## src/rtl/flash_loader_pkg.sv

```systemverilog
package flash_loader_pkg;

    ////////////////////////////////////////
    // Sizes
    ////////////////////////////////////////
    localparam int ADDR_W          = 24;    // Three-byte addressing
    localparam int PAGE_BYTES      = 256;   // Program unit
    localparam int SUBSECTOR_BYTES = 4096;  // Subsector erase unit
    localparam int SECTOR_BYTES    = 65536; // Sector erase unit

    // Queue sizes
    localparam int CMD_FIFO_DEPTH  = 4;
    localparam int CMD_FIFO_PFULL  = 3;     // Host sees full one entry early
    localparam int DATA_FIFO_DEPTH = 512;   // Two pages of payload
    localparam int DATA_FIFO_PFULL = 384;

    typedef logic [ADDR_W-1:0] addr_t;

    ////////////////////////////////////////
    // Host command codes
    ////////////////////////////////////////
    typedef logic [2:0] cmd_t;

    localparam cmd_t ERASE_SUB  = 3'd0;
    localparam cmd_t ERASE_SEC  = 3'd1;
    localparam cmd_t ERASE_CHIP = 3'd2;
    localparam cmd_t WRITE_DATA = 3'd3;
    // Codes 4 to 7 are popped and dropped

    // Flash opcodes
    localparam logic [7:0] OP_WREN            = 8'h06;
    localparam logic [7:0] OP_SUBSECTOR_ERASE = 8'h20;
    localparam logic [7:0] OP_SECTOR_ERASE    = 8'hD8;
    localparam logic [7:0] OP_BULK_ERASE      = 8'hC7;
    localparam logic [7:0] OP_PAGE_PROGRAM    = 8'h02;

    ////////////////////////////////////////
    // Shared records
    ////////////////////////////////////////
    typedef struct packed {
        cmd_t        cmd;           // Operation
        addr_t       start_addr;    // First byte touched
        logic [15:0] page_count;    // Pages for a write
        logic [7:0]  sector_count;  // Units for an erase
    } cmd_req_t;

    typedef struct packed {
        logic [7:0] opcode;         // Always the first byte on the wire
        logic       has_addr;       // Three address bytes follow
        addr_t      addr;
        logic       has_payload;    // One page from the payload FIFO
    } frame_req_t;

endpackage

```

## src/rtl/cmd_sequencer.sv

```systemverilog
`timescale 1ns/100ps

module cmd_sequencer (
    input  logic                         CLK_I,
    input  logic                         SRST_I,
    input  flash_loader_pkg::cmd_req_t   cmd_head,
    input  logic                         cmd_empty,
    input  logic                         frame_busy,
    output logic                         cmd_pop,
    output logic                         frame_start,
    output flash_loader_pkg::frame_req_t frame_req
);

    typedef enum logic [2:0] {
        IDLE_S,         // Wait for a queued command
        GET_S,          // Capture head and pop
        PARSE_S,        // Drop unsupported codes
        WREN_S,         // Issue write-enable frame
        WREN_WAIT_S,
        OP_S,           // Issue erase or program frame
        OP_WAIT_S       // Step to next unit or finish
    } state_t;

    state_t                  state;
    flash_loader_pkg::cmd_t  cur_cmd;
    flash_loader_pkg::addr_t cur_addr;
    flash_loader_pkg::addr_t step;
    logic [15:0]             units_left;
    logic [15:0]             head_units;
    logic [7:0]              op_code;
    logic                    last_unit;

    ////////////////////////////////////////
    // Command decode
    ////////////////////////////////////////

    // Unit count of the head entry, zero counts as one
    always_comb begin
        if (cmd_head.cmd == flash_loader_pkg::WRITE_DATA)
            head_units = cmd_head.page_count;
        else
            head_units = {8'h00, cmd_head.sector_count};
        if (cmd_head.cmd == flash_loader_pkg::ERASE_CHIP || head_units == '0)
            head_units = 16'd1;        // Chip erase is a single frame
    end

    // Address step and opcode per command
    always_comb begin
        case (cur_cmd)
            flash_loader_pkg::ERASE_SUB: begin
                step    = flash_loader_pkg::addr_t'(flash_loader_pkg::SUBSECTOR_BYTES);
                op_code = flash_loader_pkg::OP_SUBSECTOR_ERASE;
            end
            flash_loader_pkg::ERASE_SEC: begin
                step    = flash_loader_pkg::addr_t'(flash_loader_pkg::SECTOR_BYTES);
                op_code = flash_loader_pkg::OP_SECTOR_ERASE;
            end
            flash_loader_pkg::ERASE_CHIP: begin
                step    = '0;          // Never stepped
                op_code = flash_loader_pkg::OP_BULK_ERASE;
            end
            default: begin
                step    = flash_loader_pkg::addr_t'(flash_loader_pkg::PAGE_BYTES);
                op_code = flash_loader_pkg::OP_PAGE_PROGRAM;
            end
        endcase
    end

    assign last_unit = (units_left == 16'd1);

    ////////////////////////////////////////
    // FSM
    ////////////////////////////////////////
    always_ff @(posedge CLK_I) begin
        if (SRST_I) begin
            state <= IDLE_S;
        end else begin
            case (state)
                IDLE_S:      if (!cmd_empty) state <= GET_S;
                GET_S:       state <= PARSE_S;
                PARSE_S:     state <= cur_cmd[2] ? IDLE_S : WREN_S;   // 4 to 7 dropped
                WREN_S:      if (!frame_busy) state <= WREN_WAIT_S;
                WREN_WAIT_S: if (!frame_busy) state <= OP_S;
                OP_S:        if (!frame_busy) state <= OP_WAIT_S;
                OP_WAIT_S:   if (!frame_busy) state <= last_unit ? IDLE_S : WREN_S;
                default:     state <= IDLE_S;
            endcase
        end
    end

    // Working copy of the command
    always_ff @(posedge CLK_I) begin
        if (state == GET_S) begin
            cur_cmd    <= cmd_head.cmd;
            cur_addr   <= cmd_head.start_addr;
            units_left <= head_units;
        end else if (state == OP_WAIT_S && !frame_busy && !last_unit) begin
            cur_addr   <= cur_addr + step;     // Next subsector, sector or page
            units_left <= units_left - 1'b1;
        end
    end

    assign cmd_pop     = (state == GET_S);
    assign frame_start = (state == WREN_S || state == OP_S) && !frame_busy;

    // Frame descriptor
    always_comb begin
        frame_req.addr = cur_addr;
        if (state == WREN_S) begin
            frame_req.opcode      = flash_loader_pkg::OP_WREN;   // Opcode only
            frame_req.has_addr    = 1'b0;
            frame_req.has_payload = 1'b0;
        end else begin
            frame_req.opcode      = op_code;
            frame_req.has_addr    = (cur_cmd != flash_loader_pkg::ERASE_CHIP);
            frame_req.has_payload = (cur_cmd == flash_loader_pkg::WRITE_DATA);
        end
    end

endmodule

```

## config.mk

```make
export PLATFORM = sky130hd
export DESIGN_NAME = cmd_sequencer
export DESIGN_NICKNAME = d
export VERILOG_FILES = /design/src/rtl/flash_loader_pkg.sv /design/src/rtl/cmd_sequencer.sv
export SDC_FILE = /design/constraint.sdc
export NUM_CORES = 1
export LEC_CHECK = 0
export ABC_AREA = 1
export ABC_CLOCK_PERIOD_IN_PS = 3800
export BUFFER_PORTS_ARGS = -buffer_cell sky130_fd_sc_hd__buf_2
export CORE_ASPECT_RATIO = 0.6
export CORE_MARGIN = 1.5
export CORE_UTILIZATION = 47
export CTS_CLUSTER_SIZE = 20
export DETAILED_ROUTE_END_ITERATION = 12
export PLACE_DENSITY = 0.77
export SYNTH_ARGS = -nofsm -noshare
export SYNTH_HDL_FRONTEND = slang
export SYNTH_SLANG_ARGS = --single-unit
```

## constraint.sdc

```tcl
create_clock -name CLK_I -period 3.8 [get_ports CLK_I]
set_input_delay 0 -clock CLK_I [delete_from_list [all_inputs] [get_ports CLK_I]]
set_output_delay 0 -clock CLK_I [all_outputs]
set_load 0.02 [all_outputs]
```

# --- Word-level counts from Yosys, hierarchy flattened ---
# Index checks and enable logic that the tools add are counted.
totals:
  inputBits: 55
  register_bits: 46
  out_inout_bits: 36
op_classes:
  muxes: 18
  add_sub_neg: 2
  n_eq_ne: 18
  reduce_logical: 12
ops:
  columns: ["operator", "count"]
  rows:
  - ["$mux 16", 4]
  - ["$pmux 17 s3", 1]
  - ["$mux 24", 2]
  - ["$add 24x24->24", 1]
  - ["$pmux 8 s3", 1]
  - ["$pmux 3 s7", 1]
  - ["$eq 3x2->1 const B", 6]
  - ["$eq 16x1->1 const B", 1]
  - ["$logic_not 16->1", 1]
  - ["$sub 16x1->16 const B", 1]
  - ["$mux 3", 5]
  - ["$ne 2x2->1 const B", 5]
  - ["$eq 3x3->1 const B", 3]
  - ["$mux 9", 1]
  - ["$eq 3x1->1 const B", 2]
  - ["$logic_not 3->1", 2]
  - ["$reduce_and 5->1", 1]
  - ["$mux 2", 2]
  - ["$logic_and 1x1->1", 3]
  - ["$ne 3x2->1 const B", 1]
  - ["$logic_not 1->1", 2]
  - ["$logic_or 1x1->1", 2]
  - ["$reduce_bool 2->1", 1]
  - ["$mux 1", 1]

# --- Longest topological paths before layout ---
depth:
  word_depth: 6
  ltp_mapped: 16
  depth_no_buf: 16

# --- Worst setup path before layout ---
# OpenSTA, ideal clock, no wires.
synth_timing:
  path_kind: "register -> register"
  from: "register units_left[0]"
  to: "register cur_addr[10], enable pin"
  slack_ps: 219
  n_path_buf: 0
  t_required_ps: 3334
  arrival_time_ps: 3115
  path_stages_with_launch: 7
  cell_sequence: "edfxtp_1 -> ha_1 -> nand2_1 -> nor2_1 -> nand3_1 -> nand2_1 -> o21ai_0"
synth_via:
  elab_chain_cells: 4
synth_rtl:
  columns: ["element", "line", "rtl"]
  rows:
  - ["start: declaration", "cmd_sequencer.sv:28", "logic [15:0] units_left;"]
  - ["start signal: assignment", "cmd_sequencer.sv:96", "units_left <= head_units;"]
  - ["start signal: assignment", "cmd_sequencer.sv:99", "units_left <= units_left - 1'b1;"]
  - ["$eq 16x1->1", "cmd_sequencer.sv:69", "assign last_unit = (units_left == 16'd1);"]
  - ["$logic_not 1->1", "cmd_sequencer.sv:97", "end else if (state == OP_WAIT_S && !frame_busy && !last_unit) begin"]
  - ["$logic_and 1x1->1", "cmd_sequencer.sv:97", null]
  - ["$reduce_bool 2->1 (no line)", null, null]
  - ["end signal: assignment", "cmd_sequencer.sv:95", "cur_addr <= cmd_head.start_addr;"]
  - ["end signal: assignment", "cmd_sequencer.sv:98", "cur_addr <= cur_addr + step;"]
  - ["end: declaration", "cmd_sequencer.sv:26", "flash_loader_pkg::addr_t cur_addr;"]
# No other way between the ends.
# A chain may end at the register's enable or synchronous reset.

# --- Worst setup path in the final report ---
layout_timing:
  from: "register cur_cmd[2]"
  to: "register cur_addr[18] (data pin)"
layout_via:
  elab_chain_cells: 5
layout_rtl:
  columns: ["element", "line", "rtl"]
  rows:
  - ["start: declaration", "cmd_sequencer.sv:25", "flash_loader_pkg::cmd_t cur_cmd;"]
  - ["start signal: assignment", "cmd_sequencer.sv:94", "cur_cmd <= cmd_head.cmd;"]
  - ["$eq 3x2->1 (tied with other cells)", "cmd_sequencer.sv:49", "case (cur_cmd)"]
  - ["$pmux 17 s3 (*)", "cmd_sequencer.sv:49", null]
  - ["$add 24x24->24 (*)", "cmd_sequencer.sv:98", null]
  - ["$mux 24 (*)", "cmd_sequencer.sv:97", null]
  - ["$mux 24 (*)", "cmd_sequencer.sv:93", "if (state == GET_S) begin"]
# Mark *: on every way between the ends. The rest lies on a longest branch, timed or not. The select of a mux whose other input is x is not followed.

==> impl_summary.log <==
[metrics] run status: completed
[metrics] grt ovf: 0
[metrics] Netlist cell types: 29
[metrics] startpoint of the most critical register-to-register path: cur_cmd[2]$_DFFE_PP_
[metrics] Pins Over Slew Limit: 0
[metrics] vias in the first global route: 2,879
[metrics] Peak Freq: 406 MHz
[metrics] post-synthesis area per instance: 7.25 µm²
[metrics] maximum count of clock buffers along a single path: 2
[metrics] setup repair after global routing missed its margin: no
[metrics] Top Metal Used: met4
[metrics] critical path data required time: 3860 ps
[metrics] fraction of layout cells with a size suffix above 1: 20.6%
[metrics] Final Routed Wirelength: 8430 µm
[metrics] initial antenna violation count: 0
[metrics] starting density of the core: 49.7%
[metrics] wire length per cell: 13.7 µm
[metrics] violation count after the first detailed-route iteration: 366
[metrics] wire length on met2: 3560 µm
[metrics] total of flip-flops plus latches after synthesis: 46
[metrics] area enclosed by the die boundary: 7080 µm²
[metrics] most frequent cells in the layout: sky130_fd_sc_hd__nand2_1, sky130_fd_sc_hd__buf_2, sky130_fd_sc_hd__inv_1, sky130_fd_sc_hd__nor2_1, sky130_fd_sc_hd__edfxtp_1
[metrics] final critical path time including I/O delays and setup: 2470 ps
[metrics] number of buffer cells added on primary ports: 90
[metrics] total design power: 2020 µW
[metrics] worst hold path type: input port to register
[metrics] synthesized netlist net count: 487
[metrics] total CTS buffers: 5
[metrics] period utilization: 64.9%
[metrics] proportion of netlist area held by the largest area contributor: 41.8%
[metrics] pin count of the biggest net entering global routing: 49
[metrics] number of endpoints failing setup at the final stage: 0
[metrics] Min-Delay Startpoint: cmd_head[27]
[metrics] post-CTS clock slew at the launch and capture registers of the worst setup and hold paths: 90 ps
[metrics] Setup crit start kind: register
[metrics] Antenna Diode Count: 0
[metrics] Yosys top cell by area: sky130_fd_sc_hd__edfxtp_1
[metrics] post-synthesis instance total: 426
[metrics] crit path kind: register to register
[metrics] remaining max-slew budget at the tightest pin: 43.5%
[metrics] launch point of the worst path: cur_cmd[2]$_DFFE_PP_
[metrics] max-cap check violation count: 0
[metrics] Floorplan Core Area: 6220 µm²
[metrics] placed wire-length estimate after detailed placement: 6270 µm
[metrics] leakage power total: 0.00189 µW
[metrics] post-cts sizing count: 0
[metrics] floorplan die height: 65.8 µm
[metrics] met1 routed wirelength after detailed routing: 3890 µm
[metrics] depth of the CTS H-tree: 2
[metrics] setup slack after layout: 1330 ps
[metrics] Area contributors post-synth: sky130_fd_sc_hd__edfxtp_1, sky130_fd_sc_hd__nand2_1, sky130_fd_sc_hd__inv_1
[metrics] area growth from synthesis to layout: 25.9%
[metrics] DP Worst Slack: 1410 ps
[metrics] main flop type after synthesis: sky130_fd_sc_hd__edfxtp_1
[metrics] global-route total usage across every layer: 24.4%
[metrics] horizontal die dimension: 108 µm
[metrics] Vias: 3,209
[metrics] endpoint kind of the worst setup timing path: register
[metrics] Worst IR Drop VDD: 0.286 mV
[metrics] CTS tree: built
[metrics] post-synthesis instance area: 3090 µm²
[metrics] global-route wire length before repair: 13,300 µm
[metrics] Placed Cells: 592
[metrics] wire length on met3: 916 µm
[metrics] count of clock tree sinks: 46
[metrics] DRC violation count after routing: 0
[metrics] filler cell count in the final layout: 555
[metrics] post-layout instance count excluding filler cells: 617
[metrics] iteration count of the initial detailed-routing pass: 8
[metrics] endpoints failing hold: 0
[metrics] portion of the post-synthesis area used by sequential elements: 43.7%
[metrics] gp weighted congestion: 0.962
[metrics] per-cell via count in the routed design: 5.20
[metrics] number of warnings issued by yosys: 0
[metrics] root buffer selected by CTS: sky130_fd_sc_hd__clkbuf_8
[metrics] net count reported at finish: 594
[metrics] antenna-violating nets left: 0
[metrics] asr flop ratio synth: 0%
[metrics] Power Density: 521 nW/µm²
[metrics] signal arrival time at the worst endpoint: 2530 ps
[metrics] worst clock skew: 4.36 ps
[metrics] number of core rows: 22
[metrics] pin slew with the least headroom to its limit: 846 ps
[metrics] IO Pins: 91
[metrics] most common cell after layout, fill and taps aside: sky130_fd_sc_hd__nand2_1
[metrics] number of enable-type register cells in the synthesized netlist: 43
[metrics] clock latency on the worst-skew pair: 300 ps
[metrics] final hold slack: 4.26 ps
[metrics] total negative slack: 0 ps
[metrics] peak fanout along the critical path: 3
[synthesized netlist by cell type, types with 3 or more instances]
cell type and number:
sky130_fd_sc_hd__ha_1 6, sky130_fd_sc_hd__nand3_1 40, sky130_fd_sc_hd__nand3b_1 5, sky130_fd_sc_hd__nor3_1 11, sky130_fd_sc_hd__nor2_1 57, sky130_fd_sc_hd__dfxtp_1 3
sky130_fd_sc_hd__inv_2 6, sky130_fd_sc_hd__inv_1 57, sky130_fd_sc_hd__buf_2 4, sky130_fd_sc_hd__nand4_1 3, sky130_fd_sc_hd__a21oi_1 12, sky130_fd_sc_hd__xor2_1 8
sky130_fd_sc_hd__nand2_1 122, sky130_fd_sc_hd__o21ai_0 13, sky130_fd_sc_hd__o21ai_1 17, sky130_fd_sc_hd__clkbuf_1 3, sky130_fd_sc_hd__edfxtp_1 43
[power by group]
| group | total [µW] | switching (µW) | internal, µW |
|---|---|---|---|
| logic | 812 | 546 | 266 |
| clock network | 357 | 167 | 190 |
| registers | 856 | 106 | 750 |
[per-layer routing]
| layer | GRT usage, % | vias to the layer above |
|---|---|---|
| met5 | 0 | - |
| met4 | 6.09 | 0 |
| met3 | 5.81 | 12 |
| met1 | 34.2 | 1430 |
| li1 | - | 1595 |
| met2 | 38.4 | 172 |
[through the flow]
| step | instance area (µm²) | util (%) |
|---|---|---|
| after CTS | 3890 | 62.5 |
| after floorplan | 3090 | - |
| after global placement | 3610 | 58.0 |
| after detailed placement | 3610 | 58.0 |
| final | 3890 | 62.5 |
| after global routing | 3890 | 62.5 |
[critical path: stages (launching register included)]
cell and delay [ps]:
sky130_fd_sc_hd__edfxtp_1 430, sky130_fd_sc_hd__nor2_1 160, sky130_fd_sc_hd__inv_1 90, sky130_fd_sc_hd__nor2_1 160
sky130_fd_sc_hd__inv_1 90, sky130_fd_sc_hd__nand2_1 70, sky130_fd_sc_hd__nor2_1 40, sky130_fd_sc_hd__ha_1 220
sky130_fd_sc_hd__ha_1 220, sky130_fd_sc_hd__nand2_1 130, sky130_fd_sc_hd__o21ai_1 120, sky130_fd_sc_hd__nand3_1 150
sky130_fd_sc_hd__or2_0 130, sky130_fd_sc_hd__nand3_1 70, sky130_fd_sc_hd__nand3_1 80, sky130_fd_sc_hd__nand2_1 50
[cells by family (layout without fill, tap and decap cells)]
kind of cell,count (synthesis),count (layout),share of synthesized area (%)
buffers and inverters,73,180,9.52
AND/OR/NAND/NOR,242,242,32.8
XOR/XNOR,10,10,2.84
flip-flops,46,46,43.7
adder cells (fa/ha/maj),6,6,2.43
AO/OA/AOI/OAI,49,49,8.71
[layout make-up]
type                            count  area (µm²)  area share [%]
Multi-Input combinational cell    307        1450            37.2
Clock inverter                      2        33.8           0.869
Timing Repair Buffer              110         646            16.6
Sequential cell                    46        1350            34.7
Tap cell                           84         105            2.70
Clock buffer                        5        68.8            1.77
Inverter                           63         236            6.08
[path summary, 6_finish.rpt]
path                            slack, ps  depth (start not counted)                     end
worst max register to register       1330                         15  cur_addr[18]$_DFFE_PP_
worst min-delay path                    4                          3   cur_addr[3]$_DFFE_PP_
worst min register to register        550                          2   state[2]$_SDFFE_PP0P_
worst max-delay path                 1330                         15  cur_addr[18]$_DFFE_PP_
[flip-flops by register name, summed over array words and instances (netlist names)]
| signal | count |
|---|---|
| cur_addr | 24 |
| cur_cmd | 3 |
| state | 3 |
| units_left | 16 |
[timing repair]
item | 4_1_cts | 5_1_grt
hold buffers | 18 | 0
hold endpoints to repair | 20 | 0
setup endpoints to repair | 0 | 0
setup buffers | 0 | 0
(Power assumes the default switching activity.)
