## config.mk

```make
export PLATFORM = sky130hd
export DESIGN_NAME = spi_frame_tx
export DESIGN_NICKNAME = d
export VERILOG_FILES = /design/src/rtl/flash_loader_pkg.sv /design/src/rtl/spi_frame_tx.sv
export SDC_FILE = /design/constraint.sdc
export NUM_CORES = 1
export LEC_CHECK = 0
export BUFFER_PORTS_ARGS = -buffer_cell sky130_fd_sc_hd__buf_2
export CAP_MARGIN = 0
export CORE_MARGIN = 2
export CORE_UTILIZATION = 60
export CTS_CLUSTER_DIAMETER = 150
export DETAILED_ROUTE_END_ITERATION = 10
export HOLD_SLACK_MARGIN = 0.12
export PLACE_DENSITY = 0.85
export SLEW_MARGIN = 20
export SYNTH_ARGS = -nofsm -noshare
export SYNTH_HDL_FRONTEND = slang
export SYNTH_SLANG_ARGS = --single-unit
```

## constraint.sdc

```tcl
create_clock -name CLK_I -period 6 [get_ports CLK_I]
set_clock_uncertainty 0.2 [all_clocks]
set_input_delay 0.6 -clock CLK_I [delete_from_list [all_inputs] [get_ports CLK_I]]
set_output_delay 0.6 -clock CLK_I [all_outputs]
set_load 0.1 [all_outputs]
```

## src/rtl/flash_loader_pkg.sv

```systemverilog
package flash_loader_pkg;

    ////////////////////////////////////////
    // Sizes
    ////////////////////////////////////////
    localparam int ADDR_W          = 24;    // Three-byte addressing
    localparam int PAGE_BYTES      = 256;   // Program unit
    localparam int SUBSECTOR_BYTES = 4096;  // Subsector erase unit
    localparam int SECTOR_BYTES    = 65536; // Sector erase unit

    // Queue sizes
    localparam int CMD_FIFO_DEPTH  = 4;
    localparam int CMD_FIFO_PFULL  = 3;     // Host sees full one entry early
    localparam int DATA_FIFO_DEPTH = 512;   // Two pages of payload
    localparam int DATA_FIFO_PFULL = 384;

    typedef logic [ADDR_W-1:0] addr_t;

    ////////////////////////////////////////
    // Host command codes
    ////////////////////////////////////////
    typedef logic [2:0] cmd_t;

    localparam cmd_t ERASE_SUB  = 3'd0;
    localparam cmd_t ERASE_SEC  = 3'd1;
    localparam cmd_t ERASE_CHIP = 3'd2;
    localparam cmd_t WRITE_DATA = 3'd3;
    // Codes 4 to 7 are popped and dropped

    // Flash opcodes
    localparam logic [7:0] OP_WREN            = 8'h06;
    localparam logic [7:0] OP_SUBSECTOR_ERASE = 8'h20;
    localparam logic [7:0] OP_SECTOR_ERASE    = 8'hD8;
    localparam logic [7:0] OP_BULK_ERASE      = 8'hC7;
    localparam logic [7:0] OP_PAGE_PROGRAM    = 8'h02;

    ////////////////////////////////////////
    // Shared records
    ////////////////////////////////////////
    typedef struct packed {
        cmd_t        cmd;           // Operation
        addr_t       start_addr;    // First byte touched
        logic [15:0] page_count;    // Pages for a write
        logic [7:0]  sector_count;  // Units for an erase
    } cmd_req_t;

    typedef struct packed {
        logic [7:0] opcode;         // Always the first byte on the wire
        logic       has_addr;       // Three address bytes follow
        addr_t      addr;
        logic       has_payload;    // One page from the payload FIFO
    } frame_req_t;

endpackage

```

## src/rtl/spi_frame_tx.sv

```systemverilog
`timescale 1ns/100ps

module spi_frame_tx (
    input  logic                         CLK_I,
    input  logic                         SRST_I,
    input  logic                         frame_start,
    input  flash_loader_pkg::frame_req_t frame_req,
    input  logic [7:0]                   pay_data,
    input  logic                         pay_empty,
    output logic                         frame_busy,
    output logic                         pay_rd,
    output logic                         spi_sck,
    output logic                         spi_cs_n,
    output logic                         spi_mosi
);

    typedef logic [$clog2(flash_loader_pkg::PAGE_BYTES + 1)-1:0] pay_cnt_t;

    logic [7:0]              shift_reg;  // Byte on the wire, MSB first
    flash_loader_pkg::addr_t addr_sr;    // Address bytes still to send
    logic [1:0]              hdr_left;   // Address bytes after current one
    pay_cnt_t                pay_left;   // Payload bytes not yet loaded
    logic [2:0]              bit_cnt;
    logic                    wait_pay;   // Stalled on empty payload FIFO
    logic                    byte_end;
    logic                    pay_due;

    // Last high phase of a byte
    assign byte_end = frame_busy && spi_sck && (bit_cnt == 3'd7);

    // Payload byte wanted now
    assign pay_due  = wait_pay || (byte_end && hdr_left == 2'd0 && pay_left != '0);
    assign pay_rd   = pay_due && !pay_empty;
    assign spi_mosi = shift_reg[7];

    ////////////////////////////////////////
    // Bit and byte sequencing
    ////////////////////////////////////////
    always_ff @(posedge CLK_I) begin
        if (SRST_I) begin
            frame_busy <= 1'b0;
            spi_cs_n   <= 1'b1;
            spi_sck    <= 1'b0;
            shift_reg  <= '0;
            hdr_left   <= '0;
            pay_left   <= '0;
            bit_cnt    <= '0;
            wait_pay   <= 1'b0;
        end else if (!frame_busy) begin
            if (frame_start) begin
                frame_busy <= 1'b1;
                spi_cs_n   <= 1'b0;            // First bit valid with CS
                spi_sck    <= 1'b0;
                bit_cnt    <= '0;
                wait_pay   <= 1'b0;
                shift_reg  <= frame_req.opcode;
                hdr_left   <= frame_req.has_addr ? 2'd3 : 2'd0;
                pay_left   <= frame_req.has_payload ?
                              pay_cnt_t'(flash_loader_pkg::PAGE_BYTES) : '0;
            end
        end else if (wait_pay) begin
            // SCK held low, CS stays asserted
            if (!pay_empty) begin
                wait_pay  <= 1'b0;
                shift_reg <= pay_data;
                pay_left  <= pay_left - 1'b1;
            end
        end else if (!spi_sck) begin
            spi_sck <= 1'b1;                   // Flash samples here
        end else begin
            spi_sck <= 1'b0;
            bit_cnt <= bit_cnt + 1'b1;         // Wraps at byte end
            if (bit_cnt != 3'd7) begin
                shift_reg <= {shift_reg[6:0], 1'b0};
            end else if (hdr_left != 2'd0) begin
                shift_reg <= addr_sr[23:16];   // Next address byte
                hdr_left  <= hdr_left - 1'b1;
            end else if (pay_left != '0) begin
                if (pay_empty) begin
                    wait_pay <= 1'b1;
                end else begin
                    shift_reg <= pay_data;
                    pay_left  <= pay_left - 1'b1;
                end
            end else begin
                frame_busy <= 1'b0;            // Frame done
                spi_cs_n   <= 1'b1;
            end
        end
    end

    // Address bytes, high byte first
    always_ff @(posedge CLK_I) begin
        if (!frame_busy && frame_start)
            addr_sr <= frame_req.addr;
        else if (byte_end && hdr_left != 2'd0)
            addr_sr <= {addr_sr[15:0], 8'h00};
    end

endmodule

```

; After elaboration in Yosys (flattened, before gate mapping)
; Index checks and enable logic that the tools add are counted.
[totals]
register_bits = 50
in_bits = 46
output_inout_bits = 5
wordCells = 100
[classes]
addsub = 3
eq_ne = 13
muxes = 54
reduce_logical = 21
[ops]
columns = op, n
row1 = $mux W9, 9
row2 = $mux W8, 8
row3 = $mux W24, 2
row4 = $mux W1, 24
row5 = $mux W2, 7
row6 = $mux W3, 4
row7 = $reduce_and A5 Y1, 2
row8 = $ne A3 B3 Y1 const B, 3
row9 = $reduce_bool A9 Y1, 1
row10 = $sub A9 B1 Y9 const B, 1
row11 = $ne A2 B2 Y1 const B, 4
row12 = $logic_and A1 B1 Y1, 7
row13 = $ne A3 B1 Y1 const B, 2
row14 = $reduce_and A3 Y1, 2
row15 = $reduce_and A6 Y1, 1
row16 = $reduce_bool A2 Y1, 3
row17 = $ne A5 B1 Y1 const B, 1
row18 = $ne A2 B1 Y1 const B, 2
row19 = $add A3 B1 Y3 const B, 1
row20 = $eq A3 B3 Y1 const B, 1
row21 = $logic_not A1 Y1, 2
row22 = $logic_not A2 Y1, 1
row23 = $reduce_and A2 Y1, 1
row24 = $sub A2 B1 Y2 const B, 1
row25 = $logic_or A1 B1 Y1, 1

; Logic depth before layout (Yosys ltp)
; Gate-level depths: netlist of run 1.
[logic_depth]
depth_word = 8
mapped_depth = 8
mapped_depth_nobuf = 6

; Least setup slack after synthesis of run 1
; Ideal clock, no wire load.
[synth_timing]
kind = register to output
from = reg frame_busy
to = out pay_rd
arrival_ns = 3.187
required_time_ns = 5.200
slack_ns = 2.013
path_stages_with_launch = 5
n_path_buf = 2
cell_sequence = dfxtp_1 clkbuf_1 clkbuf_1 nand3_1 a21oi_1
[synth_between]
elab_chain_len = 6
[synth_lines]
columns = item, line
row1 = "start, declared", spi_frame_tx.sv:10  ; output logic frame_busy,
row2 = "start signal, assigned", spi_frame_tx.sv:41  ; frame_busy <= 1'b0;
row3 = "start signal, assigned", spi_frame_tx.sv:51  ; frame_busy <= 1'b1;
row4 = "start signal, assigned", spi_frame_tx.sv:86  ; frame_busy <= 1'b0;
row5 = $logic_and A1 B1 Y1 (2 in series), spi_frame_tx.sv:29  ; assign byte_end = frame_busy && spi_sck && (bit_cnt == 3'd7);
row6 = $logic_and A1 B1 Y1 (2 in series), spi_frame_tx.sv:32  ; assign pay_due = wait_pay || (byte_end && hdr_left == 2'd0 && pay_left != '0);
row7 = $logic_or A1 B1 Y1, spi_frame_tx.sv:32
row8 = $logic_and A1 B1 Y1, spi_frame_tx.sv:33  ; assign pay_rd = pay_due && !pay_empty;
row9 = "end, declared", spi_frame_tx.sv:11  ; output logic pay_rd,
; No other way between the ends.

; Worst setup path after layout of run 1
[layout_timing]
from = reg pay_left[0]
to = out pay_rd
[layout_between]
elab_chain_len = 4
[layout_lines]
columns = item, line
row1 = "start, declared", spi_frame_tx.sv:22  ; pay_cnt_t pay_left;
row2 = "start signal, assigned", spi_frame_tx.sv:58  ; pay_left <= frame_req.has_payload ?
row3 = "start signal, assigned", spi_frame_tx.sv:66  ; pay_left <= pay_left - 1'b1;
row4 = "start signal, assigned", spi_frame_tx.sv:83  ; pay_left <= pay_left - 1'b1;
row5 = $reduce_bool A9 Y1, spi_frame_tx.sv:32
row6 = $logic_and A1 B1 Y1, spi_frame_tx.sv:32
row7 = $logic_or A1 B1 Y1, spi_frame_tx.sv:32
row8 = $logic_and A1 B1 Y1, spi_frame_tx.sv:33
; No other way between the ends.

==> summary.md, run 1 <==
| Metric | Value |
|---|---|
| Status | finished clean |
| Die height | roughly 72 um |
| GR peak layer | met2 |
| RSZ-0062 raised after global routing | false |
| Most frequent cells in the layout | nand2_1 (60), buf_2 (50), dfxtp_1 (26) |
| Initial Util | ~63% |
| Register bit count reported by yosys | 50 |
| EDFF count, synth | 24 |
| CTS buffer count | 5 |
| Met2 usage | ~40% |
| M3 GR Usage | ~5.8% |
| Met1 Usage GRT | around a third |
| Setup CP Type | reg -> out |
| TritonCTS clock tree | built |
| Top cells by area, synth | edfxtp_1 (26%), dfxtp_1 (19%), nand2_1 (8.1%) |
| Syn Std Cell Area | 0.002789 sq mm |
| Vias in the first global route | ~2300 |
| Die area | 0.005209 sq mm |
| CP Max Fanout | 10 |
| Ys Warns | 0 |
| Post-CTS Setup Bufs | 0 |
| Antenna viol nets, final | 0 |
| Hold Crit Class | reg -> reg |
| Final Hold Viols | 0 |
| Cell type with the largest total area after synthesis | edfxtp_1 |
| Drt drc | 0 |
| # diodes | 0 |
| Leakage | roughly 1.3 nW |
| Endpoints failing setup | 0 |
| Worst-Skew Late Latency | ~310 ps |
| Top Family by Delay on Critical Path | simple AND/OR/NAND/NOR gates |
| GRT Total Usage | between 20% and 30% |
| Final net count | ~390 |
| Number of flip-flops under the largest register name | 24 |
| Footprint of the multi-input gates | roughly 0.0014 sq mm |
| Post-CTS Hold Fix Bufs | 0 |
| CTS H-Tree Depth | 2 |
| Grt total ovfl | 0 |
| Clock Sinks | 50 |
| Req. time, crit path | 5200 ps |
| Crit path launch type | flop |
| Crit path DAT | approximately 2400 ps |
| Gates resized, CTS repair | 0 |
| Syn nets | 350 |
| Clock Root Buffer | clkbuf_8 |
| Crit path capture type | primary output |
| Period utilization | 53.04% |
| HPWL after DPL | 4.178 mm |
| Post-route setup slack | around 2800 ps |
| Drt first pass iters | 4 |
| # IOs | roughly 50 |
| Layout cells sized above 1 | 24.93% |
| Critical path, cell by cell | inv_1 -> ha_1 -> or3b_2 -> o311a_4 -> nand3_1 -> a21oi_1 -> buf_2 |
| Setup_tns | 0 ps |
| Post-Place Worst Slack | approximately 3200 ps |
| Total number of vias | 2350 |
| Post-place instance area | approximately 0.0030 sq mm |
| Max incr delay on CP | about 600 ps |
| Finished Cell Area | 0.003157 sq mm |
| Initial DRC count | 255 |
| Post-layout power | roughly 0.00082 W |
| Post-Syn Area per Cell | just over 9 sq um |
| Pin count of the biggest net entering global routing | 34 |
| Clock transition at path regs | 100 ps |
| Pwr dens | between 200 and 300 mW/mm^2 |
| Input/output buffers | 50 |
| Most common cell after layout, fill and taps aside | nand2_1 |
| DR WL/cell | ~16 um |
| Post-Synthesis Cells | 300 |
| Core box area | between 0.004 and 0.005 sq mm |
| Vias per std cell | about 6.0 |
| WP buf/inv | 2 |
| Sequential cell area | 0.001241 sq mm |
| Site row count | 24 |
| CP max-delay cell | or3b_2 |
| Share of the synthesized area in the top cell type | 25.84% |
| Fill cells | 327 |
| Routed WL | between 6 and 7 mm |
| Ys flop type | dfxtp_1 |
| Max-slew violation count | 0 |
| Area grow syn2layout | 13.19% |
| Worst VDD drop | about 0.00018 V |
| Seq/Total Area, Yosys | about 45% |
| Max Cap Viol | 0 |
| Initial antenna violation count | 0 |
| Slew @ Worst Pin | 874.5 ps |
| GPL Wtd Cong | roughly 0.83 |
| Final core utilization | a little under three quarters |
| CTS Buffer Depth | 2 |
| First-pass GRT wire length | roughly 10 mm |
| Relative slew slack | between 40% and 50% |
| Asr flop ratio synth | 0% |
| Synth unique cells | 54 |
| Maximum clock frequency | between 300 and 400 MHz |
| Die X | roughly 72 um |
| Minimum clock period | roughly 3200 ps |
power breakdown:
group | internal [W] | switching, W
Combinational | 0.0000530 | 0.0000861
Clock | 0.000167 | 0.000120
Sequential | 0.000382 | 0.0000154
Total | 0.000603 | 0.000222
worst reg2reg max path, stage by stage, from the launching register on:
cell,delay (ps)
dfxtp_1,530
buf_4,320
nand2b_1,710
o21ai_0,450
o211ai_1,260
mux2i_1,200
metrics by stage:
step | std cells | hold WS (ps)
after global routing | 389 | 309.2
final | 389 | 277.7
after detailed placement | 381 | 266.7
after global placement | 381 | 256.7
after CTS | 389 | 281.7
after floorplan | 300 | 242.7
worst paths after layout:
| kind | from | to | slack [ps] | depth (start not counted) |
|---|---|---|---|---|
| worst max-delay path | pay_left[0] | pay_rd | 2820 | 7 |
| worst min-delay path | shift_reg[0] | shift_reg[0] | 280 | 2 |
| worst max register to register | frame_busy | pay_left[2] | 3260 | 5 |
| worst min register to register | shift_reg[0] | shift_reg[0] | 280 | 2 |
layout make-up:
type                    count  area share, %
multi-input cells         220          45.14
flip-flops and latches     50          39.32
repair buffers             51          8.165
clock buffers               5          2.180
clock inverters             3          2.180
well taps                  52          2.061
inverters                   8         0.9512
kinds of logic (layout without fill, tap and decap cells):
kind of cell	count (synthesis)	after routing	share of synthesized area, %
simple gates	125	125	22.70
compound gates	76	76	20.59
flops	50	50	44.50
buf+inv	30	67	4.890
mux	15	15	5.518
fa+ha+maj	4	4	1.795
per-layer routing:
layer	share of wire [%]	wire, um
met1	43	2630
met2	49	3008
met3	6.8	414
met4	0.88	54
met5	0	0
cells in the mapped netlist, types with 4 or more instances:
cell	number
nand2_1	60
mux2i_1	12
o31ai_1	4
edfxtp_1	24
buf_2	4
nand3_1	10
o21ai_0	13
nand2b_1	7
and2_1	8
a211oi_1	4
nor4_1	4
nor2b_1	9
or3_1	5
inv_1	8
a32oi_1	4
dfxtp_1	26
a21oi_1	16
clkbuf_1	14
ha_1	4
nor2_1	7
o211ai_1	4
Note: power is estimated with default switching activity, not from simulation.
==> run 2, diff against run 1 <==
--- a/config.mk
+++ b/config.mk
@@ -8,11 +8,11 @@
 export BUFFER_PORTS_ARGS = -buffer_cell sky130_fd_sc_hd__buf_2
 export CAP_MARGIN = 0
 export CORE_MARGIN = 2
-export CORE_UTILIZATION = 60
+export CORE_UTILIZATION = 50
 export CTS_CLUSTER_DIAMETER = 150
 export DETAILED_ROUTE_END_ITERATION = 10
 export HOLD_SLACK_MARGIN = 0.12
-export PLACE_DENSITY = 0.85
+export PLACE_DENSITY = 0.76
 export SLEW_MARGIN = 20
 export SYNTH_ARGS = -nofsm -noshare
 export SYNTH_HDL_FRONTEND = slang
==> constraint.sdc (replaced) <==
create_clock -name CLK_I -period 2.6 [get_ports CLK_I]
set_clock_uncertainty 0.2 [all_clocks]
set_input_delay 0.26 -clock CLK_I [delete_from_list [all_inputs] [get_ports CLK_I]]
set_output_delay 0.26 -clock CLK_I [all_outputs]
set_load 0.1 [all_outputs]
==> summary.md, run 2 (synthesis gave the netlist of run 1 again) <==
| Metric | Value |
|---|---|
| Final net count | 425 |
| Input/output buffers | 50 |
| Routed WL | ~6.8 mm |
| DR WL/cell | 15.13 um |
| Maximum clock frequency | between 300 and 400 MHz |
| Die X | a little under 80 um |
| Number of flip-flops under the largest register name | 24 |
| CP Max Fanout | 5 |
| Site row count | 27 |
| Crit path capture type | primary output |
| Critical path, cell by cell | inv_1 -> ha_1 -> or3b_4 -> o311a_4 -> nand3_2 -> a21oi_4 -> buf_12 |
| Relative slew slack | around 57% |
| Initial antenna violation count | 0 |
| Most frequent cells in the layout | nand2_1 (60), buf_2 (49), dlygate4sd3_1 (29) |
| CTS H-Tree Depth | 2 |
| Reg-to-Reg Start | pay_left[0] |
| Drt drc | 0 |
| Hold path start | frame_start |
| Post-Place Worst Slack | about 240 ps |
| Hold Crit Endpoint | frame_busy |
| Die area | between 0.006 and 0.007 sq mm |
| Period utilization | a little over nine tenths |
| Vias in the first global route | between 2000 and 2500 |
| Grt total ovfl | 0 |
| RSZ-0062 raised after global routing | false |
| Hold Crit Class | in -> reg |
| Clock transition at path regs | around 100 ps |
| Crit path launch type | flop |
| Die height | 78.69 um |
| Initial Util | between 50% and 60% |
| TritonCTS clock tree | built |
| Slew @ Worst Pin | 638.6 ps |
| Minimum clock period | roughly 2500 ps |
| # IOs | 51 |
| Crit path DAT | about 2100 ps |
| CTS buffer count | 5 |
| Final Hold Viols | 0 |
| CTS Buffer Depth | 2 |
| Total number of vias | approximately 2500 |
| FF-to-FF path depth | 7 |
| Pwr dens | 500.4 mW/mm^2 |
| Hold path depth | 3 |
| Worst-Skew Late Latency | 300 ps |
| Status | finished clean |
| Leakage | between 1 and 1.5 nW |
| Top Family by Delay on Critical Path | simple AND/OR/NAND/NOR gates |
| Endpoints failing setup | 0 |
| R2R Path End | pay_left[6] |
| Area grow syn2layout | 26.69% |
| HPWL after DPL | roughly 4.3 mm |
| GRT Total Usage | 22.88% |
| Max-slew violation count | 0 |
| Setup_tns | 0 ps |
| Max Cap Viol | 0 |
| Setup CP Type | reg -> out |
| Pin count of the biggest net entering global routing | 34 |
| Vias per std cell | 5.509 |
| Max incr delay on CP | 390 ps |
| Initial DRC count | 183 |
| Drt first pass iters | 4 |
| Clock Sinks | 50 |
| Req. time, crit path | 2140 ps |
| WP buf/inv | 2 |
| Clock Root Buffer | clkbuf_8 |
| Worst VDD drop | between 0.0003 and 0.0004 V |
| # diodes | 0 |
| Setup slack, reg-to-reg | between 300 and 400 ps |
| GPL Wtd Cong | roughly 0.94 |
| Antenna viol nets, final | 0 |
| Layout cells sized above 1 | between 20 and 30% |
| Core box area | about 0.0054 sq mm |
| CP max-delay cell | or3b_4 |
| First-pass GRT wire length | 11.19 mm |
| Post-route setup slack | 84.64 ps |
| Most common cell after layout, fill and taps aside | nand2_1 |
[run 2: worst max path at each step]
stage,from,end,slack [ps],depth (start not counted)
6_report,pay_left[0],pay_rd,80,7
3_3_place_gp,pay_left[4],pay_rd,270,5
2_1_floorplan,spi_sck,pay_rd,80,3
3_5_place_dp,pay_left[4],pay_rd,240,5
5_1_grt,pay_left[0],pay_rd,40,7
4_1_cts,pay_left[0],pay_rd,50,7
[run 2: timing repair]
action	CTS	global route
pin swaps	1	1
setup buffers	0	1
endpoints found under the setup margin	1	1
hold endpoints to repair	29	0
resized for setup	3	3
hold buffers	29	0
[run 2: report_power, final]
group	total [W]	switching, W	internal, W	leakage [nW]
clock network	0.000480	0.000266	0.000214	0.0472
logic	0.000368	0.000206	0.000161	0.923
registers	0.000920	0.0000374	0.000883	0.446
total	0.00177	0.000510	0.00126	1.42
[run 2: worst reg2reg max path, stage by stage, from the launching register on]
cell	delay (ps)
dfxtp_1	340
inv_1	80
ha_1	170
or3b_4	390
buf_4	180
or3_2	410
a211oi_1	230
mux2i_1	210
[run 2: per-stage QoR]
step                instances  power (W)  cell area, sq um  util [%]  hold WS [ps]
finish                    448   0.001768              3533     64.96         133.9
global route              448   0.001853              3533     64.96         148.9
CTS                       447   0.001772              3510     64.53         128.6
detailed placement        410   0.001266              3113     57.23         265.3
global placement          410   0.001257              3113     57.23         259.5
floorplan                 300   0.001176              2801         -         234.4
[run 2: final cells by class]
class | count | area, sq um
Tap cell | 72 | 90.09
Fill cell | 461 | 1906
Timing Repair Buffer | 90 | 638.1
Clock buffer | 6 | 82.58
Sequential cell | 50 | 1242
Clock inverter | 2 | 12.51
Multi-Input combinational cell | 220 | 1438
Inverter | 8 | 30.03
[run 2: layer usage]
metal / vias to the layer above / GRT usage (%) / wire, um
met4: 0 / 5.614 / 85
li1: 1245 / - / -
met5: - / 0 / 0
met1: 1140 / 29.71 / 2974
met2: 73 / 38.63 / 3316
met3: 10 / 5.172 / 400
