$ cat config.mk
export PLATFORM = sky130hd
export DESIGN_NAME = sync_fifo
export DESIGN_NICKNAME = d
export VERILOG_FILES = /design/src/rtl/sync_fifo.sv
export SDC_FILE = /design/constraint.sdc
export NUM_CORES = 1
export LEC_CHECK = 0
export BUFFER_PORTS_ARGS = -buffer_cell sky130_fd_sc_hd__buf_4
export CORE_MARGIN = 2
export CORE_UTILIZATION = 30
export CTS_BUF_LIST = sky130_fd_sc_hd__clkbuf_16
export DETAILED_ROUTE_END_ITERATION = 10
export GPL_ROUTABILITY_DRIVEN = 0
export HOLD_SLACK_MARGIN = 0.15
export PLACE_DENSITY = 0.56
export SKIP_CTS_REPAIR_TIMING = 1
export SLEW_MARGIN = 40
export SYNTH_ARGS = -nofsm -noshare
export SYNTH_HDL_FRONTEND = slang
export SYNTH_SLANG_ARGS = --single-unit
$ cat constraint.sdc
create_clock -name CLK_I -period 3.9 [get_ports CLK_I]
set_clock_uncertainty 0.1 [all_clocks]
set_input_delay 0.975 -clock CLK_I [delete_from_list [all_inputs] [get_ports CLK_I]]
set_output_delay 0.975 -clock CLK_I [all_outputs]
set_load 0.05 [all_outputs]
$ cat src/rtl/sync_fifo.sv
`timescale 1ns/100ps

module sync_fifo #(
    parameter int WIDTH = 8,
    parameter int DEPTH = 16,   // Power of two, pointers wrap freely
    parameter int PFULL = 12
) (
    input  logic             CLK_I,
    input  logic             SRST_I,
    input  logic             wr_en,
    input  logic [WIDTH-1:0] din,
    input  logic             rd_en,
    output logic [WIDTH-1:0] dout,
    output logic             empty,
    output logic             full,
    output logic             pfull
);

    localparam int AW = $clog2(DEPTH);

    logic [WIDTH-1:0] mem [DEPTH];
    logic [AW-1:0]    wr_ptr;
    logic [AW-1:0]    rd_ptr;
    logic [AW:0]      count;    // Fill level, 0 to DEPTH
    logic             do_wr;
    logic             do_rd;

    assign do_wr = wr_en && !full;     // Drop writes when full
    assign do_rd = rd_en && !empty;

    // Storage
    always_ff @(posedge CLK_I) begin
        if (do_wr)
            mem[wr_ptr] <= din;
    end

    always_ff @(posedge CLK_I) begin
        if (SRST_I) begin
            wr_ptr <= '0;
            rd_ptr <= '0;
            count  <= '0;
        end else begin
            if (do_wr) wr_ptr <= wr_ptr + 1'b1;
            if (do_rd) rd_ptr <= rd_ptr + 1'b1;
            case ({do_wr, do_rd})
                2'b10:   count <= count + 1'b1;
                2'b01:   count <= count - 1'b1;
                default: count <= count;       // Both or neither
            endcase
        end
    end

    assign dout  = mem[rd_ptr];        // Head shows before the pop
    assign empty = (count == '0);
    assign full  = (count == (AW+1)'(DEPTH));
    assign pfull = (count >= (AW+1)'(PFULL));

endmodule

# == Word level (Yosys, flattened, before mapping) ==
# Memories as Yosys holds them, arrays and structs flattened. A register that Yosys moved wholly into a read port is not among the register bits.
# Cells that the tools add are included.
# classes
n_addsub,4
magnitude_cmp,1
n_eq_ne,3
muxes,5
reduce_logical,6
# op_table
op,count
5-bit case mux with 2 select lines,1
4-bit by 1-bit adder with 4-bit output (second input constant),2
4-bit 2-to-1 mux,2
5-bit by 1-bit adder with 5-bit output (second input constant),1
5-bit == test (second input constant),1
5-bit by 4-bit >= comparator with 1-bit output (second input constant),1
5-bit zero test,1
5-bit by 1-bit subtractor with 5-bit output (second input constant),1
2-bit by 1-bit == test with 1-bit output (second input constant),1
2-bit == test (second input constant),1
1-bit logical AND,2
1-bit zero test,2
1-bit 2-to-1 mux,2
2-bit nonzero test,1
# word_totals
ff_bits,13
mem_bits_rw,128
inputBits,12
output_inout_bits,11
elab_cells,23
memories,1
# mem_list
name,depth,width,read_ports,rd_ports_with_merged_regs,write_ports,line_no,source
mem,16,8,1,1,1,21,logic [WIDTH-1:0] mem [DEPTH];

# == Logic depth before layout (Yosys ltp) ==
# Gate-level depths: netlist of run 1.
# logic_depth
word_depth,5
ltp_mapped,13

# == Worst setup path after synthesis of run 1 ==
# OpenSTA, ideal clock, no wires.
# synth_timing
path_type,register to register
from,register count[1]
to,register count[4]
setup_time_ps,121
t_arrival_ps,2884
required_time_ps,3679
slack_ps,795
path_stages_with_launch,14
path_cell_list,dfxtp_1 > buf_6 > or4_4 > buf_6 > o21a_4 > inv_1 > ha_1 > clkbuf_1 > xor2_1 > ha_1 > inv_1 > a21o_1 > a221oi_1 > mux2_2
# synth_via
elab_chain_cells,5
# synth_lines
element,line_no,source
start: declaration,24,logic [AW:0] count;
start signal: assignment,46,2'b10: count <= count + 1'b1;
start signal: assignment,47,2'b01: count <= count - 1'b1;
start signal: assignment,48,default: count <= count;
5-bit == test / 5-bit zero test (equally long branches),"55, 54",
"1-bit zero test, on equally long branches","28, 29",
"1-bit logical AND, on equally long branches","28, 29",
2-bit by 1-bit == test with 1-bit output / 2-bit == test (equally long branches),45,"case ({do_wr, do_rd})"
5-bit case mux with 2 select lines / 2-bit nonzero test (equally long branches),n/a,
# Several ways; a longest one is shown, not always the timed one.
# A chain may end at the register's enable or synchronous reset.

==> impl_metrics.py, run 1 <==
metrics = {
    "die": {
        "die_x_um": 144,
        "start_util_pct": 30.3,
        "fp-row-count": 51,
        "fp.dieH_um": 144,
        "coreArea_um2": 19300,
        "io_pins": 23,
        "die-area_um2": 20600,
    },
    "setup_path": {
        "reg2reg_from": "count[2]",
        "r2r-end": "count[4]",
        "crit_path_end_kind": "primary output",
        "crit_slowest_cell": "mux4_2",
        "path_cells": "buf_12 -> mux4_2 -> a22oi_1 -> nand2_1 -> buf_4",
        "crit_required_ns": 2.82,
        "ff2ff_setup_slack_ns": 0.74,
        "ff2ff_path_depth": 10,
        "slowest_delay_ns": 0.54,
        "path_class": "reg2out",
        "startpoint_type": "register",
        "critPathBufInv": 2,
        "crit_fanout": 32,
        "cp_top_family": "multiplexers",
        "arrival_ns": 2.16,
    },
    "global_routing": {
        "grt_pass1_wl_um": 18000,
        "grt_start_max_net_pins": 33,
        "first_global_vias": 3046,
        "grt-ovfl-total": 0,
        "grtUsageTotal_pct": 12.4,
        "antenna_found_initial": 0,
    },
    "detailed_routing": {
        "viasPerCell": 4.62,
        "vias": 2963,
        "drt_iter0_drc": 160,
        "ant_nets": 0,
        "routed_wl_um": 11800,
        "first_pass_iters": 4,
        "wl_per_cell_um": 18.3,
        "drc": 0,
    },
    "timing": {
        "timing.fmax_mhz": 309,
        "slew_headroom_pct": 58.3,
        "hold_slack_ns": 0.409,
        "hold_violations": 0,
        "final.setup.tns_ns": 0,
        "tightest_slew_ns": 0.624,
        "period_needed_ns": 3.24,
        "rsz0062_at_grt": "no",
        "layout_setup_ws_ns": 0.660,
        "fin_crit_sh_pct": 83.1,
        "setup_viol": 0,
        "slew_viol_final": 0,
    },
    "finish": {
        "n_fill_cell": 1811,
        "area_growth_pct": 18.9,
        "diodes": 0,
        "multi_input_area_um2": 1560,
        "final_cell_mix": "128 x edfxtp_1, 36 x buf_4, 32 x mux4_2",
        "drive_above_1_share_pct": 31.1,
        "seqCellArea_um2": 4190,
        "layout_commonest_cell": "edfxtp_1",
        "finalNetCount": 383,
    },
    "power": {
        "power_density_nw_per_um2": 617,
        "irDropWorstVdd_uv": 359,
        "leakagePower_nw": 2.31,
        "p_total_mw": 4.29,
    },
    "synth": {
        "syn_nets": 346,
        "synth_cell_type_count": 41,
        "synth_edf_count": 128,
        "avgSynthCellArea_um2": 17.9,
        "yosys_warnings": 0,
        "ys.flop_type": "edfxtp_1",
        "ys_ff_latch": 145,
        "ys_seq_area_share_pct": 71.6,
        "async_flop_share_pct": 0,
        "postSynthCellCount": 326,
        "syn-cell-area_um2": 5840,
    },
    "clock_tree": {
        "cts_buffers": 17,
        "h-tree-depth": 4,
        "clk_path_buf_depth": 2,
        "clock_sinks": 145,
        "clk_pin_slew_ns": 0.06,
        "clk_latency_ns": 0.41,
        "cts_root_buffer": "clkbuf_16",
        "cts_tree": "yes",
    },
    "placed_design": {
        "place_ws_ns": 0.731,
        "io_buffer_count": 22,
        "hpwl_um": 7250,
    },
    "run_status": {
        "status": "complete, no violations",
    },
    "worst_hold_path": {
        "min-delay-start": "rd_ptr[3]",
        "min_path_cells": 2,
        "holdCritPathClass": "reg2reg",
    },
    "run": {
        "drv_cap": 0,
    },
}
-- worst max-delay path by stage --
stage,startpoint,endpoint,slack [ns],depth (start not counted)
after floorplan,count[1],count[4],0.79,13
after global placement,wr_en,count[4],0.80,10
after detailed placement,count[1],count[4],0.73,10
after CTS,register,dout[4],0.62,5
after global routing,register,dout[3],0.54,5
final,register,dout[1],0.66,5
-- synth_stat cells, types with 3 or more instances --
| cell type | instances | area [µm²] |
|---|---|---|
| nor2_1 | 34 | 128 |
| buf_2 | 4 | 20.0 |
| xor2_1 | 7 | 61.3 |
| ha_1 | 8 | 100 |
| a22oi_1 | 16 | 120 |
| mux4_2 | 32 | 721 |
| mux2i_1 | 3 | 30.0 |
| edfxtp_1 | 128 | 3840 |
| dfxtp_1 | 17 | 340 |
| nor3_1 | 6 | 30.0 |
| nand2_1 | 16 | 60.1 |
| clkbuf_1 | 11 | 41.3 |
| inv_1 | 7 | 26.3 |
| nand2b_1 | 3 | 18.8 |
-- metrics by stage --
step | cell area (µm²) | std cells | util, %
2_1_floorplan | 5840 | 326 | -
4_1_cts | 6950 | 641 | 36.1
6_report | 6950 | 641 | 36.1
5_1_grt | 6950 | 641 | 36.1
3_3_place_gp | 6380 | 609 | 33.1
3_5_place_dp | 6390 | 609 | 33.2
-- cell families after synthesis --
logic type	count (synthesis)	share of synthesized area [%]
buffers and inverters	26	2.01
AND/OR/NAND/NOR	71	5.72
adder cells (fa/ha/maj)	8	1.71
multiplexers	36	13.0
XOR/XNOR	8	1.20
flip-flops	145	71.6
AO/OA/AOI/OAI	32	4.73
-- worst min-delay path: stages, from the launching register on --
cell,delay [ns]
dfxtp_1,0.32
xor2_1,0.08
nor2_1,0.08
-- state kept, by name, summed over array words and instances (netlist names), named ones only --
register / flops
mem: 128
count: 5
rd_ptr: 4
wr_ptr: 4
-- metal layers --
metal | vias up | share of wire [%] | track usage [%]
li1 | 1358 | - | -
met1 | 1552 | 45 | 15.7
met2 | 44 | 50 | 20.3
met5 | - | 0 | 0
met3 | 9 | 3.3 | 3.57
met4 | 0 | 1.1 | 4.33
-- layout make-up --
cell class / instances / area share [%]
clock inverters: 15 / 1.93
clock buffers: 17 / 6.12
inverters: 7 / 0.378
flip-flops and latches: 145 / 60.2
well taps: 265 / 4.77
multi-input cells: 155 / 22.4
repair buffers: 37 / 4.18
-- where the power goes --
| part | internal [mW] | total, mW | switching, mW |
|---|---|---|---|
| Clock | 0.883 | 1.53 | 0.642 |
| Sequential | 1.76 | 1.82 | 0.0553 |
| Combinational | 0.378 | 0.945 | 0.567 |
| Total | 3.02 | 4.29 | 1.26 |
(Power assumes the default switching activity.)
==> run 2, diff against run 1 <==
Settings changed: PLACE_DENSITY 0.56 to 0.57.
Clock period 3.9 ns to 2.98 ns, I/O delays scaled along.
==> run 2 against run 1 <==
Compared with the run above:
- design area is 4.8% higher
- largest cell class unchanged
- final cell count is 3.1% higher
- global-route usage is 0.39 points lower
- highest routed layer unchanged
- critical path depth is 1 higher
- largest power group unchanged
==> impl_metrics.py, run 2 (synthesis results as in run 1) <==
metrics = {
    "timing": {
        "rsz0062_at_grt": "yes",
        "slew_viol_final": 0,
        "tightest_slew_ns": 0.568,
        "layout_setup_ws_ns": 0.0613,
        "fin_crit_sh_pct": 97.9,
        "period_needed_ns": 2.92,
        "timing.fmax_mhz": 343,
        "slew_headroom_pct": 62.1,
        "hold_violations": 0,
        "setup_viol": 0,
    },
    "clock_tree": {
        "h-tree-depth": 4,
        "cts_root_buffer": "clkbuf_16",
        "clock_sinks": 145,
        "cts_buffers": 17,
        "clk_latency_ns": 0.41,
        "clk_path_buf_depth": 2,
        "clk_pin_slew_ns": 0.06,
        "cts_tree": "yes",
    },
    "detailed_routing": {
        "vias": 3061,
        "drc": 0,
        "routed_wl_um": 11800,
        "wl_per_cell_um": 17.8,
        "viasPerCell": 4.63,
        "first_pass_iters": 5,
        "ant_nets": 0,
        "drt_iter0_drc": 148,
    },
    "placed_design": {
        "dp.cells": 621,
        "io_buffer_count": 22,
        "hpwl_um": 7660,
        "place_ws_ns": 0.0737,
    },
    "setup_path": {
        "crit_slowest_cell": "mux4_2",
        "arrival_ns": 2.07,
        "crit_required_ns": 2.13,
        "crit_path_end_kind": "primary output",
        "critPathBufInv": 3,
        "path_class": "reg2out",
        "crit_top_cell": "buf_12",
        "crit_fanout": 9,
        "startpoint_type": "register",
        "cp_top_family": "multiplexers",
        "slowest_delay_ns": 0.49,
        "reg2reg_from": "count[0]",
        "path_cells": "buf_12 -> buf_12 -> mux4_2 -> a22oi_1 -> nand2_1 -> buf_6",
        "ff2ff_setup_slack_ns": 0.11,
    },
    "global_routing": {
        "grt-ovfl-total": 0,
        "grt_pass1_wl_um": 17900,
        "grt_start_max_net_pins": 33,
        "antenna_found_initial": 0,
        "first_global_vias": 3123,
        "grtUsageTotal_pct": 12.0,
    },
    "finish": {
        "top_regs": "mem: 128 flops, count: 5 flops",
        "n_fill_cell": 1812,
        "finalNetCount": 404,
        "diodes": 0,
        "seqCellArea_um2": 4190,
        "layout_commonest_cell": "edfxtp_1",
        "registers.top_by_ff_count": "mem",
        "largest_reg_flops": 128,
        "final_cell_mix": "128 x edfxtp_1, 48 x buf_4, 32 x mux4_2",
        "multi_input_area_um2": 1630,
        "post-route-util_pct": 37.8,
        "layout.cells.non_filler": 661,
        "drive_above_1_share_pct": 37.4,
        "area_growth_pct": 24.7,
    },
    "die": {
        "die_x_um": 144,
        "start_util_pct": 30.3,
        "fp.dieH_um": 144,
        "coreArea_um2": 19300,
        "fp-row-count": 51,
        "io_pins": 23,
        "die-area_um2": 20600,
    },
    "worst_hold_path": {
        "holdCritPathClass": "reg2reg",
        "min-delay-start": "rd_ptr[3]",
    },
    "power": {
        "power_density_nw_per_um2": 819,
        "irDropWorstVdd_uv": 469,
        "intPower_mw": 4.28,
        "seqPwrFrac_pct": 39.8,
        "clockPowerShare_pct": 35.4,
        "swShare_pct": 28.2,
        "p_sw_mw": 1.68,
        "leakagePower_nw": 2.45,
        "comb_power_share_pct": 24.9,
    },
    "run_status": {
        "status": "complete, no violations",
    },
    "run": {
        "drv_cap": 0,
    },
}
-- run 2: cell count changes in the layout (fill, tap and decap cells not counted), moves of 2 or more --
cell,delta
buf_4,+12
a22oi_1,-11
a22oi_2,+11
buf_6,+5
buf_12,+3
inv_6,-3
bufinv_16,+2
clkinv_1,+2
clkinvlp_4,-2
ha_1,-2
nor2_1,+2
nor2_2,-2
-- run 2: per-layer routing --
layer  global-route usage, %  vias up  share of wire (%)
met3                    3.70       11                4.3
met2                    19.8       61                 50
met4                    4.02        0                1.2
met5                       0        -                  0
met1                    15.0     1589                 45
li1                        -     1400                  -
-- run 2: layout make-up --
class,count,area share [%]
clock buffer,17,5.84
timing repair buffer,58,7.16
sequential,145,57.5
tap,265,4.55
inverter,7,0.361
clock inverter,14,2.25
multi-input combinational,155,22.4
-- run 2: worst reg2reg max path, stage by stage, from the launching register on --
cell	delay, ns
dfxtp_1	0.35
or4_4	0.61
o21a_4	0.24
inv_1	0.08
ha_4	0.19
xor2_1	0.16
ha_2	0.21
inv_1	0.06
a21o_1	0.16
a221oi_2	0.25
mux2_2	0.35
-- run 2: power groups by stage --
stage | clock [mW] | combinational (mW) | sequential, mW
floorplan | 0 | 0.998 | 2.39
global placement | 0 | 1.35 | 2.41
detailed placement | 0 | 1.36 | 2.41
CTS | 2.16 | 1.36 | 2.37
global route | 2.25 | 1.59 | 2.39
finish | 2.11 | 1.48 | 2.37
-- run 2: path summary, 6_finish.rpt --
kind,endpoint,depth (start not counted)
worst max register to register,count[4],10
worst min register to register,rd_ptr[3],2
worst max-delay path,dout[1],6
worst min-delay path,rd_ptr[3],2
-- run 2: per-stage QoR --
step	cell area, µm²	power [mW]	hold slack (ns)	TNS (ns)
finish	7290	5.97	0.417	0
floorplan	5870	3.39	0.372	0
CTS	7100	5.89	0.431	-0.801
global route	7290	6.22	0.466	-0.130
detailed placement	6510	3.77	0.402	0
global placement	6500	3.75	0.391	0
==> run 3, diff against run 2 <==
Settings changed: ABC_AREA set to 1.
==> run 3 against run 2 <==
Compared with the run above:
- worst hold slack better by 0.025 ns
- first-iteration DRC count up 99%
- critical path depth is the same
- global-route usage increased by 0.40 points
- clock-buffer cell count stayed put
- die area grew 5.1%
- routed wire length rose by 6.8%
- via count rose by 21%
- sequential share of layout area grew 0.23 points
- clock power is 7% lower
- utilization shrank 1.8 points
- total power rose by 3.4%
- largest cell class unchanged
==> impl_metrics.py, run 3 <==
metrics = {
    "die": {
        "fp-row-count": 52,
        "coreArea_um2": 20200,
        "io_pins": 23,
        "die_x_um": 147,
        "start_util_pct": 30.5,
        "fp.dieH_um": 147,
        "die-area_um2": 21700,
    },
    "detailed_routing": {
        "vias": 3692,
        "wl_per_cell_um": 15.7,
        "first_pass_iters": 4,
        "viasPerCell": 4.62,
        "drc": 0,
        "drt_iter0_drc": 294,
        "ant_nets": 0,
        "routed_wl_um": 12600,
    },
    "timing": {
        "timing.fmax_mhz": 354,
        "slew_viol_final": 0,
        "tightest_slew_ns": 0.717,
        "hold_violations": 0,
        "fin_crit_sh_pct": 94.7,
        "final.setup.tns_ns": 0,
        "period_needed_ns": 2.82,
        "slew_headroom_pct": 52.0,
        "rsz0062_at_grt": "no",
        "setup_viol": 0,
    },
    "power": {
        "p_total_mw": 6.17,
        "clockPowerShare_pct": 31.9,
        "intPower_mw": 4.13,
        "swShare_pct": 33.1,
        "power_density_nw_per_um2": 850,
        "p_sw_mw": 2.04,
        "leakagePower_nw": 2.59,
        "comb_power_share_pct": 28.6,
        "seqPwrFrac_pct": 39.5,
        "irDropWorstVdd_uv": 563,
    },
    "global_routing": {
        "antenna_found_initial": 0,
        "grt_pass1_wl_um": 20300,
        "grt-ovfl-total": 0,
        "first_global_vias": 3700,
        "grtUsageTotal_pct": 12.4,
        "grt_start_max_net_pins": 45,
    },
    "synth": {
        "synth.most_common_cell": "edfxtp_1",
        "synth_commonest_cells": "128 x edfxtp_1, 59 x inv_1, 41 x o21ai_0, 36 x a21oi_1",
        "async_flop_share_pct": 0,
        "ys_seq_area_share_pct": 68.0,
        "yosys_warnings": 0,
        "ys.flop_type": "edfxtp_1",
        "synth_cell_type_count": 33,
        "yosys-top-cells-area": "edfxtp_1 62%, dfxtp_1 5.5%, mux2i_1 5.2%",
        "synth_edf_count": 128,
        "synth_top_area_share_pct": 62.5,
        "synth_top_cell_by_area": "edfxtp_1",
        "ys_ff_latch": 145,
        "syn-cell-area_um2": 6150,
        "syn_nets": 500,
        "avgSynthCellArea_um2": 12.8,
        "postSynthCellCount": 480,
    },
    "setup_path": {
        "startpoint_type": "register",
        "reg2reg_from": "count[1]",
        "path_class": "reg2out",
        "arrival_ns": 1.98,
        "crit_path_end_kind": "primary output",
        "ff2ff_path_depth": 13,
        "ff2ff_setup_slack_ns": 0.79,
        "r2r-end": "count[4]",
        "crit_fanout": 44,
        "critical_path.endpoint": "dout[7]",
        "crit_required_ns": 2.13,
    },
    "placed_design": {
        "dp.cells": 768,
        "hpwl_um": 8170,
        "placed_area_um2": 6700,
        "io_buffer_count": 22,
    },
    "clock_tree": {
        "cts_root_buffer": "clkbuf_16",
        "cts_buffers": 17,
        "clk_pin_slew_ns": 0.05,
        "cts_tree": "yes",
        "clock_sinks": 145,
        "h-tree-depth": 4,
        "clk_latency_ns": 0.42,
        "clk_path_buf_depth": 2,
    },
    "finish": {
        "diodes": 0,
        "drive_above_1_share_pct": 15.9,
        "final_cell_mix": "128 x edfxtp_1, 61 x inv_1, 41 x o21ai_0",
        "layout_commonest_cell": "edfxtp_1",
        "finalNetCount": 537,
        "area_growth_pct": 18.0,
        "largest_reg_flops": 128,
        "design_area_um2": 7260,
        "layout.cells.non_filler": 799,
        "top_regs": "mem: 128 flops, count: 5 flops",
        "registers.top_by_ff_count": "mem",
    },
    "run": {
        "drv_cap": 0,
    },
    "run_status": {
        "status": "complete, no violations",
    },
    "worst_hold_path": {
        "min-delay-start": "wr_ptr[0]",
        "holdCritPathClass": "reg2reg",
    },
}
run 3: changes by cell type after synthesis, sizes merged, moves of 28 or more:
cell | before | now
inv | 7 | 61
o21ai | 2 | 44
a21oi | 2 | 36
mux4 | 32 | 0
mux2i | 3 | 32
o211ai | 4 | 32
run 3: cell type report:
cell class / instances / area (µm²)
clock inverters: 14 / 126
multi-input cells: 249 / 1610
inverters: 61 / 231
clock buffers: 17 / 425
repair buffers: 43 / 343
flip-flops and latches: 145 / 4190
well taps: 270 / 338
fillers: 1950 / 12900
run 3: metrics by stage:
| step | setup slack [ns] | utilization [%] | hold WS [ns] |
|---|---|---|---|
| after CTS | 0.0911 | 35.9 | 0.441 |
| after global placement | 0.557 | 33.2 | 0.417 |
| after floorplan | 0.578 | - | 0.401 |
| final | 0.157 | 36.0 | 0.441 |
| after global routing | 0.0147 | 36.0 | 0.457 |
| after detailed placement | 0.540 | 33.2 | 0.430 |
run 3: logic make-up (layout without fill, tap and decap cells):
kind of cell,count (synthesis),in the layout,share of synthesized area [%]
AOI/OAI and AO/OA,117,117,11.3
adders and majority gates,8,8,1.63
DFF,145,145,68.0
buffers and inverters,86,135,5.88
xor gates and xnor gates,5,5,0.712
and+or+nand+nor,87,87,7.22
muxes,32,32,5.21
run 3: power by group through the flow:
stage | clock [mW] | combinational, mW | sequential [mW]
after detailed placement | 0 | 1.77 | 2.48
after floorplan | 0 | 1.36 | 2.42
final | 1.97 | 1.76 | 2.43
after global routing | 2.09 | 1.95 | 2.45
after global placement | 0 | 1.75 | 2.47
after CTS | 2.01 | 1.78 | 2.43
run 3: routing by layer:
layer	vias to the layer above	global-route usage, %	routed length [µm]
met3	21	3.73	471
met1	1798	15.9	5850
li1	1806	-	-
met4	0	4.52	244
met5	-	0	0
met2	67	20.0	6020
run 3: worst min path at each step:
stage | endpoint | slack (ns) | depth (start not counted)
final | wr_ptr[0] | 0.44 | 2
after global placement | wr_ptr[0] | 0.42 | 2
after CTS | wr_ptr[0] | 0.44 | 2
after detailed placement | wr_ptr[0] | 0.43 | 2
after global routing | wr_ptr[0] | 0.46 | 2
after floorplan | wr_ptr[0] | 0.40 | 2
run 3: critical path, stage by stage, from the launching register on:
cell	delay, ns
dfxtp_4	0.51
buf_12	0.27
mux2i_1	0.20
o21ai_0	0.10
o211ai_1	0.21
nand2_1	0.07
buf_4	0.19
